===== config.mk =====
export PLATFORM = sky130hd
export DESIGN_NAME = vector_cosine_top
export DESIGN_NICKNAME = d
export VERILOG_FILES = /design/src/source/cosine_pkg.sv /design/src/source/vector_cosine_top.sv /design/src/source/cos_sq_divider.sv /design/src/source/sums_fifo.sv /design/src/source/dot_norm_accumulator.sv
export SDC_FILE = /design/constraint.sdc
export NUM_CORES = 2
export LEC_CHECK = 0
export BUFFER_PORTS_ARGS = -buffer_cell sky130_fd_sc_hd__buf_2
export CORE_AREA = 3 3 307 309
export DETAILED_ROUTE_END_ITERATION = 12
export DIE_AREA = 0 0 310 312
export GPL_TIMING_DRIVEN = 0
export PLACE_DENSITY = 0.8
export SYNTH_ARGS = -nofsm -noshare
export SYNTH_HDL_FRONTEND = slang
export SYNTH_HIERARCHICAL = 1
export SYNTH_SLANG_ARGS = --single-unit

===== constraint.sdc =====
create_clock -name CLK -period 21.1 [get_ports CLK]
set_input_delay 1.055 -clock CLK [delete_from_list [all_inputs] [get_ports CLK]]
set_output_delay 1.055 -clock CLK [all_outputs]
set_load 0.02 [all_outputs]

===== src/source/cosine_pkg.sv =====
// Widths and payload structs shared by the cosine similarity blocks
// Vector counts and lengths run from 1 to 16; all sums are exact integers
// cos_sq is sized for the widest fraction; narrower builds zero its top bits

package cosine_pkg;

  //////////////////////////////
  // Widths
  //////////////////////////////

  // Signed input element
  localparam int elem_w = 8;
  // Count and length fields, values 1 to 16
  localparam int len_w = 5;
  // 16 products of two 8-bit values fit with margin
  localparam int sum_w = 20;
  // Upper limit for FRAC_W of the divider
  localparam int frac_w_max = 16;
  localparam int cos_w = frac_w_max + 1;

  //////////////////////////////
  // Scalar types
  //////////////////////////////

  typedef logic [len_w-1:0] len_t;
  typedef logic signed [elem_w-1:0] elem_t;
  typedef logic signed [sum_w-1:0] dot_t;
  // Norm sums are never negative
  typedef logic [sum_w-1:0] norm_t;

  //////////////////////////////
  // Structs
  //////////////////////////////

  // One element pair per strobe
  typedef struct packed {
    elem_t a;
    elem_t b;
  } elem_pair_t;

  // Latched at START
  typedef struct packed {
    len_t vector_count;
    len_t vector_length;
  } run_cfg_t;

  // Per-vector sums, accumulator to divider
  typedef struct packed {
    len_t  index;
    logic  last;
    dot_t  dot;
    norm_t norm_a;
    norm_t norm_b;
  } vector_sums_t;

  // Squared cosine as unsigned fraction, sign carried apart
  typedef struct packed {
    len_t             index;
    logic             negative;
    logic             zero;
    logic [cos_w-1:0] cos_sq;
  } cos_result_t;

endpackage

===== src/source/vector_cosine_top.sv =====
`timescale 1ns/1ps
// Cosine similarity subsystem: accumulator, FIFO of per-vector sums, divider
// Source may run at most FIFO_DEPTH vectors ahead of the divider
// result_valid trails the last element of a vector by FRAC_W+5 cycles when unqueued

module vector_cosine_top #(
  parameter int FRAC_W     = 16,
  parameter int FIFO_DEPTH = 4
) (
  input  logic                    CLK,
  input  logic                    RST,
  input  logic                    START,
  input  cosine_pkg::run_cfg_t    cfg,
  input  logic                    elem_valid,
  input  cosine_pkg::elem_pair_t  elem,
  output logic                    result_valid,
  output cosine_pkg::cos_result_t result,
  output logic                    ready
);
  import cosine_pkg::*;

  logic         push;
  vector_sums_t sums_in;
  vector_sums_t sums_out;
  logic         not_empty;
  logic         pop;

  //////////////////////////////
  // Producer
  //////////////////////////////

  dot_norm_accumulator u_acc (
    .CLK        (CLK),
    .RST        (RST),
    .START      (START),
    .cfg        (cfg),
    .elem_valid (elem_valid),
    .elem       (elem),
    .push       (push),
    .sums_in    (sums_in)
  );

  // Buffer
  sums_fifo #(
    .payload_t  (vector_sums_t),
    .FIFO_DEPTH (FIFO_DEPTH)
  ) u_fifo (
    .CLK       (CLK),
    .RST       (RST),
    .push      (push),
    .data_in   (sums_in),
    .pop       (pop),
    .data_out  (sums_out),
    .not_empty (not_empty)
  );

  // Consumer
  cos_sq_divider #(
    .FRAC_W (FRAC_W)
  ) u_div (
    .CLK          (CLK),
    .RST          (RST),
    .not_empty    (not_empty),
    .sums         (sums_out),
    .pop          (pop),
    .result_valid (result_valid),
    .result       (result),
    .ready        (ready)
  );

endmodule


===== src/source/cos_sq_divider.sv =====
`timescale 1ns/1ps
// Squared cosine by restoring division, one quotient bit per cycle
// Fixed latency of FRAC_W+3 cycles from pop to result_valid, zero norms included
// One item in flight; FRAC_W from 8 to 16

module cos_sq_divider #(
  parameter int FRAC_W = 16
) (
  input  logic                     CLK,
  input  logic                     RST,
  input  logic                     not_empty,
  input  cosine_pkg::vector_sums_t sums,
  output logic                     pop,
  output logic                     result_valid,
  output cosine_pkg::cos_result_t  result,
  output logic                     ready
);
  import cosine_pkg::*;

  localparam int q_w    = FRAC_W + 1;
  localparam int prod_w = 2 * sum_w;
  localparam int rem_w  = prod_w + 1;
  localparam int step_w = $clog2(FRAC_W + 1);

  typedef enum logic [1:0] {st_idle, st_divide, st_done} state_t;

  state_t                   state;
  logic [step_w-1:0]        step_q;
  logic signed [prod_w-1:0] dot_sq;
  logic [prod_w-1:0]        norm_prod;
  logic [rem_w-1:0]         rem_q;
  logic [rem_w-1:0]         rem_sub;
  logic [prod_w-1:0]        divisor_q;
  logic [q_w-1:0]           quot_q;
  logic                     ge;
  len_t                     index_q;
  logic                     last_q;
  logic                     negative_q;
  logic                     zero_q;

  if (FRAC_W < 8 || FRAC_W > frac_w_max) begin : g_frac_check
    $error("FRAC_W out of range");
  end

  //////////////////////////////
  // Operands and one step
  //////////////////////////////

  assign pop = (state == st_idle) && not_empty;

  // Squares fit since |dot| stays below 2^19
  assign dot_sq    = sums.dot * sums.dot;
  assign norm_prod = sums.norm_a * sums.norm_b;

  // dot^2 <= norm_a*norm_b, so the first bit is the integer part
  assign ge      = (rem_q >= {1'b0, divisor_q});
  assign rem_sub = ge ? rem_q - {1'b0, divisor_q} : rem_q;

  //////////////////////////////
  // Control
  //////////////////////////////

  always_ff @(posedge CLK or posedge RST) begin
    if (RST) begin
      state        <= st_idle;
      step_q       <= '0;
      result_valid <= 1'b0;
      ready        <= 1'b0;
    end else begin
      result_valid <= 1'b0;
      ready        <= 1'b0;
      case (state)
        st_idle: begin
          if (pop) begin
            state  <= st_divide;
            step_q <= '0;
          end
        end
        st_divide: begin
          // FRAC_W+1 steps, integer bit first
          if (step_q == step_w'(FRAC_W)) begin
            state <= st_done;
          end else begin
            step_q <= step_q + 1'b1;
          end
        end
        st_done: begin
          result_valid <= 1'b1;
          ready        <= last_q;
          state        <= st_idle;
        end
        default: state <= st_idle;
      endcase
    end
  end

  // Datapath, the FRAC_W shift of dot^2 is applied one bit per step
  always_ff @(posedge CLK) begin
    case (state)
      st_idle: begin
        if (pop) begin
          index_q    <= sums.index;
          last_q     <= sums.last;
          negative_q <= sums.dot[sum_w-1];
          zero_q     <= (sums.norm_a == '0) || (sums.norm_b == '0);
          rem_q      <= {1'b0, dot_sq};
          divisor_q  <= norm_prod;
          quot_q     <= '0;
        end
      end
      st_divide: begin
        rem_q  <= {rem_sub[rem_w-2:0], 1'b0};
        quot_q <= {quot_q[q_w-2:0], ge};
      end
      st_done: begin
        result.index    <= index_q;
        result.negative <= negative_q;
        result.zero     <= zero_q;
        // Quotient is meaningless with a zero divisor
        result.cos_sq   <= zero_q ? '0 : cos_w'(quot_q);
      end
      default: begin
      end
    endcase
  end

  // Result out a fixed time after each pop
  pop_latency_a: assert property (@(posedge CLK) disable iff (RST)
    pop |-> ##(FRAC_W + 3) result_valid);

endmodule


===== src/source/sums_fifo.sv =====
`timescale 1ns/1ps
// Show-ahead FIFO, payload type and depth set by the instantiating block
// FIFO_DEPTH must be a power of two, 2 or more
// Push while full is dropped and flagged; nothing stalls the producer

module sums_fifo #(
  parameter type payload_t  = logic [7:0],
  parameter int  FIFO_DEPTH = 4
) (
  input  logic     CLK,
  input  logic     RST,
  input  logic     push,
  input  payload_t data_in,
  input  logic     pop,
  output payload_t data_out,
  output logic     not_empty
);

  localparam int ptr_w = $clog2(FIFO_DEPTH);

  payload_t         mem [FIFO_DEPTH];
  logic [ptr_w-1:0] wr_ptr;
  logic [ptr_w-1:0] rd_ptr;
  logic [ptr_w:0]   count;
  logic             full;
  logic             wr_en;
  logic             rd_en;

  assign full      = (count == (ptr_w + 1)'(FIFO_DEPTH));
  assign not_empty = (count != '0);
  assign wr_en     = push && !full;
  assign rd_en     = pop && not_empty;

  // Head of queue is always on the output
  assign data_out = mem[rd_ptr];

  // Storage
  always_ff @(posedge CLK) begin
    if (wr_en) begin
      mem[wr_ptr] <= data_in;
    end
  end

  // Pointers wrap on their own width
  always_ff @(posedge CLK or posedge RST) begin
    if (RST) begin
      wr_ptr <= '0;
      rd_ptr <= '0;
      count  <= '0;
    end else begin
      if (wr_en) begin
        wr_ptr <= wr_ptr + 1'b1;
      end
      if (rd_en) begin
        rd_ptr <= rd_ptr + 1'b1;
      end
      case ({wr_en, rd_en})
        2'b10:   count <= count + 1'b1;
        2'b01:   count <= count - 1'b1;
        default: count <= count;
      endcase
    end
  end

  // Producer ran more than FIFO_DEPTH items ahead of the consumer
  overflow_a: assert property (@(posedge CLK) disable iff (RST) push |-> !full);
  underflow_a: assert property (@(posedge CLK) disable iff (RST) pop |-> not_empty);

endmodule


===== src/source/dot_norm_accumulator.sv =====
`timescale 1ns/1ps
// Sums a.b, a.a and b.b over each vector of a run and pushes them to the FIFO
// Elements are taken only between START and the last element of the run
// No back-pressure; the source keeps to the FIFO pacing contract
// START during a run is ignored and flagged

module dot_norm_accumulator (
  input  logic                     CLK,
  input  logic                     RST,
  input  logic                     START,
  input  cosine_pkg::run_cfg_t     cfg,
  input  logic                     elem_valid,
  input  cosine_pkg::elem_pair_t   elem,
  output logic                     push,
  output cosine_pkg::vector_sums_t sums_in
);
  import cosine_pkg::*;

  localparam int prod_w = 2 * elem_w;

  logic                     busy;
  run_cfg_t                 cfg_q;
  len_t                     elem_cnt;
  len_t                     vec_cnt;
  dot_t                     dot_acc;
  norm_t                    norm_a_acc;
  norm_t                    norm_b_acc;
  logic signed [prod_w-1:0] prod_ab;
  logic signed [prod_w-1:0] prod_aa;
  logic signed [prod_w-1:0] prod_bb;
  dot_t                     dot_next;
  norm_t                    norm_a_next;
  norm_t                    norm_b_next;
  logic                     take;
  logic                     last_elem;
  logic                     last_vec;

  //////////////////////////////
  // Products and next sums
  //////////////////////////////

  assign take      = busy && elem_valid;
  assign last_elem = (elem_cnt == cfg_q.vector_length - 1'b1);
  assign last_vec  = (vec_cnt == cfg_q.vector_count - 1'b1);

  assign prod_ab = elem.a * elem.b;
  assign prod_aa = elem.a * elem.a;
  assign prod_bb = elem.b * elem.b;

  // Dot product sign-extended, squares are never negative
  assign dot_next    = dot_acc + {{(sum_w - prod_w){prod_ab[prod_w-1]}}, prod_ab};
  assign norm_a_next = norm_a_acc + {{(sum_w - prod_w){1'b0}}, prod_aa};
  assign norm_b_next = norm_b_acc + {{(sum_w - prod_w){1'b0}}, prod_bb};

  //////////////////////////////
  // Run control
  //////////////////////////////

  always_ff @(posedge CLK or posedge RST) begin
    if (RST) begin
      busy     <= 1'b0;
      elem_cnt <= '0;
      vec_cnt  <= '0;
      push     <= 1'b0;
    end else begin
      push <= 1'b0;
      if (START && !busy) begin
        busy     <= 1'b1;
        elem_cnt <= '0;
        vec_cnt  <= '0;
      end else if (take) begin
        if (last_elem) begin
          // Vector done, sums go out next cycle
          push     <= 1'b1;
          elem_cnt <= '0;
          vec_cnt  <= vec_cnt + 1'b1;
          if (last_vec) begin
            busy <= 1'b0;
          end
        end else begin
          elem_cnt <= elem_cnt + 1'b1;
        end
      end
    end
  end

  // Accumulators and outgoing sums
  always_ff @(posedge CLK) begin
    if (START && !busy) begin
      cfg_q      <= cfg;
      dot_acc    <= '0;
      norm_a_acc <= '0;
      norm_b_acc <= '0;
    end else if (take) begin
      if (last_elem) begin
        sums_in.index  <= vec_cnt;
        sums_in.last   <= last_vec;
        sums_in.dot    <= dot_next;
        sums_in.norm_a <= norm_a_next;
        sums_in.norm_b <= norm_b_next;
        // Fresh start for the next vector
        dot_acc    <= '0;
        norm_a_acc <= '0;
        norm_b_acc <= '0;
      end else begin
        dot_acc    <= dot_next;
        norm_a_acc <= norm_a_next;
        norm_b_acc <= norm_b_next;
      end
    end
  end

  // Source must wait for the last vector of a run before the next START
  start_idle_a: assert property (@(posedge CLK) disable iff (RST) START |-> !busy);

endmodule


# == After elaboration in Yosys (flattened, before gate mapping) ==
# Memories as Yosys holds them, arrays and structs flattened.
# Cells that the tools add are included.
# word_totals
latch_bits,0
output_inout_bits,26
word_cells,120
ram_bits,264
ff_bits,294
rom_bits,0
n_memories,1
# memory_table
name,depth,width,read_ports,rd_clocked_by_memory_dff,write_ports,line,text
u_fifo.mem,4,66,1,0,1,sums_fifo.sv:21,payload_t mem [FIFO_DEPTH];
# classes
bitwise,1
n_mux,32
n_lt_le_gt_ge,1
n_mul,5
n_eq_ne,11
div_mod_pow,0
n_reduce_logical,24
shifts,0
addsub,13
# ops
cell,count
41-bit case mux with 2 select lines,1
20-bit by 20-bit multiplier with 40-bit output,2
20-bit two-way mux,3
8-bit by 8-bit multiplier with 16-bit output,3
41-bit by 40-bit greater-or-equal comparator with 1-bit output,1
41-bit two-way mux,1
20-bit by 16-bit adder with 20-bit output,2
20-bit logical NOT,2
40-bit two-way mux,1
5-bit two-way mux,8
40-bit subtractor,1
17-bit case mux with 2 select lines,1
20-bit adder,1
17-bit two-way mux,1
5-bit by 1-bit adder with 5-bit output (second input constant),3
1-bit two-way mux,11
5-bit == test,2
5-bit case mux with 2 select lines,1
2-bit nonzero test,5
5-bit by 1-bit subtractor with 5-bit output (second input constant),2
3-bit AND reduction,3
2-bit AND reduction,4
3-bit case mux with 2 select lines,1
5-bit == test (second input constant),1
16 further kinds,26

# == Logic depth before layout (Yosys ltp) ==
# logic_depth
depth_word,6
mapped_depth,32
ltp_nobuf,28

# == By module ==
# The synthesis kept the hierarchy.
# by_module_without_submodules
mod,n_inst,area_each_um2,cells_each
cos_sq_divider,1,34774.6,3761
dot_norm_accumulator,1,13998.4,1402
sums_fifo,1,9962.1,383

# == Worst setup path before layout ==
# OpenSTA, ideal clock, no wires.
# synth_path
kind,register -> register
startpoint,register u_fifo.rd_ptr[0]
endpoint,"register u_div.rem_q[29], data pin"
slack_ns,13.242
period_less_slack_ns,7.858
path_stages_with_launch,31
required_ns,20.828
t_arrival_ns,7.586
path_cell_list,dfrtp_1 -> buf_6 -> buf_12 -> buf_12 -> mux4_2 -> clkbuf_1 -> clkbuf_1 -> nand2_1 -> fa_1 -> fa_1 -> fa_1 -> inv_1 -> fa_1 -> inv_1 -> fa_1 -> inv_1 -> fa_1 -> inv_1 -> fa_1 -> inv_1 -> ha_1 -> clkbuf_1 -> a211oi_1 -> nand2_1 -> a21oi_1 -> o31ai_1 -> a32o_1 -> or4_1 -> a31oi_1 -> xor2_1 -> mux2i_1
# synth_lines
element,line,text
"start, declared",sums_fifo.sv:23,logic [ptr_w-1:0] rd_ptr;
"start signal, assigned",sums_fifo.sv:55,rd_ptr <= rd_ptr + 1'b1;
"end signal, assigned",cos_sq_divider.sv:106,"rem_q <= {1'b0, dot_sq};"
"end signal, assigned",cos_sq_divider.sv:112,"rem_q <= {rem_sub[rem_w-2:0], 1'b0};"
"end, declared",cos_sq_divider.sv:31,logic [rem_w-1:0] rem_q;

==> metrics.txt <==
RR Startpoint u_fifo/rd_ptr[1]$_DFFE_PP0P_; min-delay src u_div/index_q[3]$_DFFE_PP_; Die H 312 um; Ports 56; f_max 102 MHz; 1st-iter DRT viols 2949; synthesized instance count 5546; core area 0.0917 mm^2; outcome complete, no violations; Clock Skews 0.0279 ns; XOR/XNOR Fraction of Synth Area 0.0361; Yosys Warn Count 6; Sink Count 558; antenna violations before repair 2; Area Overhead vs Synth 6.73%; number of synthesized flops with an enable pin 470; worst setup path category flip-flop to flip-flop; CTS root buf clkbuf_16; Final min period 9.82 ns; Port Buf Inserts 53; final setup TNS 0 ns; clk_lat worst skew 0.65 ns; hold buffer count at cts 0; ys flop type edfxtp_1; vias in the first global route 43200; Post-route DRC 0; cell area after layout 0.0627 mm^2; worst endpoint required time 21.57 ns; Row Count 111; mux share of post-synthesis cell area 0.0302; Compound-Gate Fraction of Synth Area 0.0758; Worst-Margin Slew 1.23 ns; CP Buf/Inv Count 8; max-cap viol count 0; post-synthesis cell area 0.0587 mm^2; register area share after synthesis 0.273; Synth Register Bits 558; final setup violation count 0; Total Routing Usage GR 0.298; Hold Path Class flip-flop to flip-flop; Slew Viols, Final 0; Worst Reg-to-Reg Cells 27; Largest stage delay, worst path 0.71 ns; Reg2Reg Setup Slack 11.28 ns; CTS buffer count 58; die width 310 um; endpoint class of the critical path flip-flop; Final #Nets 6990; Startpoint Class flip-flop; antenna-violating nets left 0; fin util 0.684; Placed Area 0.0607 mm^2; vias after detailed routing 40600; largest net degree at the start of global routing 72; Routed wire per std cell 20.1 um; first-pass GRT wire length 225000 um; RSZ-0062 raised after global routing no; Simple-Gate Fraction of Synth Area 0.111; Post-synth ARST share 0.0502; Crit Reg-Reg Endpoint u_div/rem_q[39]$_DFFE_PP_; setup repair bufs after CTS 0; Arr. time, crit path 10.29 ns; hpwl dp 109000 um; share of post-route cells with drive strength above 1 0.0514; Final Hold Viols 0; H-tree depth 2; Crit-path slowest cell buf_1; Mean Syn Cell Area 10.6 um^2; die area 0.0967 mm^2; Worst Hold Path EP u_div/result[22]$_DFFE_PP_; most used cell, CP fa_1; GRT overflow 0; dominant combinational cell family by area after synthesis adder cells; post-CTS sizing 0; CP delay by family, top adder cells; Routed WL 139000 um; final period utilization 0.466; post-synthesis adder-cell area fraction 0.384; clock slew at reported path FFs 0.06 ns; DR vias/cell 5.89; gpl congestion 0.966; Clock Path Buffers 3; Synth cell types 101; CTS tree done; hold depth 0; starting density of the core 0.641; Detailed Routing Iterations Pass 1 6; Max-slew headroom 0.179; crit-path max FO 10; WHS 0.422 ns
## logic make-up (layout without fill, tap and decap cells)
| kind of cell | after synthesis | after routing |
|---|---|---|
| AO/OA/AOI/OAI | 664 | 664 |
| buffers and inverters | 1372 | 1540 |
| multiplexers | 94 | 94 |
| flip-flops | 558 | 558 |
| XOR/XNOR | 242 | 242 |
| other | 1 | 5 |
| adder cells (fa/ha/maj) | 1294 | 1294 |
| AND/OR/NAND/NOR | 1321 | 1321 |
## registers in the layout, indices dropped and copies added, names as in the netlist, 10 cells and up
signal,flops
u_acc/sums_in,66
u_div/quot_q,17
u_acc/dot_acc,20
u_div/divisor_q,40
u_div/rem_q,41
u_fifo/mem,264
u_acc/norm_a_acc,20
u_acc/norm_b_acc,20
u_acc/cfg_q,10
u_div/result,24
## placed cells by master, fill, tap and decap left out, types with 27 or more instances in the layout
master and instances:
and2_1 310, a22o_1 52, nor2_1 163, o21bai_1 27, ha_1 447, mux4_2 66, a31oi_1 44, dfrtp_1 28
nand2_1 532, nand2b_1 35, nand3_1 50, xnor2_1 163, clkbuf_16 58, xor2_1 79, a21o_1 75, edfxtp_1 470
dfxtp_1 60, nor2b_1 73, buf_2 60, nor3_1 36, clkbuf_1 176, o21ai_0 110, a21oi_1 172, fa_1 847
inv_1 1164
## how the worst max path moves through the flow
stage	to	cells after the start	from	slack, ns
6_report	u_div/rem_q[39]$_DFFE_PP_	27	u_fifo/rd_ptr[1]$_DFFE_PP0P_	11.28
5_1_grt	u_div/rem_q[39]$_DFFE_PP_	27	u_fifo/rd_ptr[1]$_DFFE_PP0P_	10.93
4_1_cts	u_div/rem_q[39]$_DFFE_PP_	25	u_fifo/rd_ptr[1]$_DFFE_PP0P_	11.49
3_5_place_dp	u_div/rem_q[39]$_DFFE_PP_	25	u_fifo/rd_ptr[1]$_DFFE_PP0P_	11.56
3_3_place_gp	u_div/rem_q[39]$_DFFE_PP_	25	u_fifo/rd_ptr[1]$_DFFE_PP0P_	11.61
2_1_floorplan	u_div/rem_q[29]$_DFFE_PP_	30	u_fifo/rd_ptr[0]$_DFFE_PP0P_	13.24
## stage by stage
step	setup WS [ns]	instances
5_1_grt	10.93	6901
6_report	11.28	6904
3_5_place_dp	11.56	6792
4_1_cts	11.49	6901
2_1_floorplan	13.24	5547
3_3_place_gp	11.61	6786
## worst register-to-register path, delay by kind of cell (launching register included)
| kind | cells | cell delay (ns) |
|---|---|---|
| AO/OA/AOI/OAI | 4 | 1.19 |
| adder cells (fa/ha/maj) | 8 | 4.04 |
| buffers and inverters | 8 | 2.31 |
| flip-flops | 1 | 0.39 |
| multiplexers | 1 | 0.45 |
| AND/OR/NAND/NOR | 6 | 1.27 |
## cells in the mapped netlist (all sizes together) (7+ instances only)
cell type | instances | area, um^2
a211oi | 21 | 168
o21bai | 28 | 214
xnor2 | 163 | 1430
and2 | 315 | 1970
a21o | 77 | 581
o21ai | 119 | 599
nand4 | 23 | 144
o31ai | 8 | 60.1
a311oi | 7 | 67.6
or3 | 12 | 75.1
nand3 | 50 | 250
nor2 | 164 | 618
edfxtp | 470 | 14100
dfxtp | 60 | 1200
nand2 | 533 | 2000
a31o | 10 | 87.6
nor2b | 74 | 463
dfrtp | 28 | 701
nor3b | 8 | 71.3
and3 | 16 | 105
xor2 | 79 | 692
nand2b | 35 | 219
a21boi | 8 | 60.1
a22o | 52 | 455
clkbuf | 173 | 679
nor3 | 36 | 180
ha | 447 | 5590
or2 | 11 | 68.8
nand3b | 7 | 52.6
a211o | 11 | 96.3
a31oi | 44 | 275
fa | 847 | 17000
a22oi | 8 | 60.1
o21a | 22 | 165
buf | 32 | 258
mux2i | 22 | 220
inv | 1165 | 4370
a21oi | 173 | 870
mux4 | 66 | 1490
nor4 | 16 | 100
o211ai | 17 | 128
## per-layer routing
metal | part of all wire | GRT usage | vias to the layer above
li1 | - | - | 18000
met3 | 0.077 | 0.0543 | 451
met5 | 0 | 0 | -
met4 | 0.048 | 0.124 | 0
met2 | 0.49 | 0.498 | 1712
met1 | 0.38 | 0.385 | 20500
## final cells by class
type	instances	area, um^2
multi-input combinational	3617	37400
fill	6671	29000
sequential	558	16000
inverter	1167	4380
clock buffer	66	1500
tap	1186	1480
buffer	205	937
clock inverter	43	519
timing repair buffer	59	415
antenna	3	7.51
Power is not shown: default switching activity piles up to over one toggle a cycle in this logic, so the estimate is an artifact.
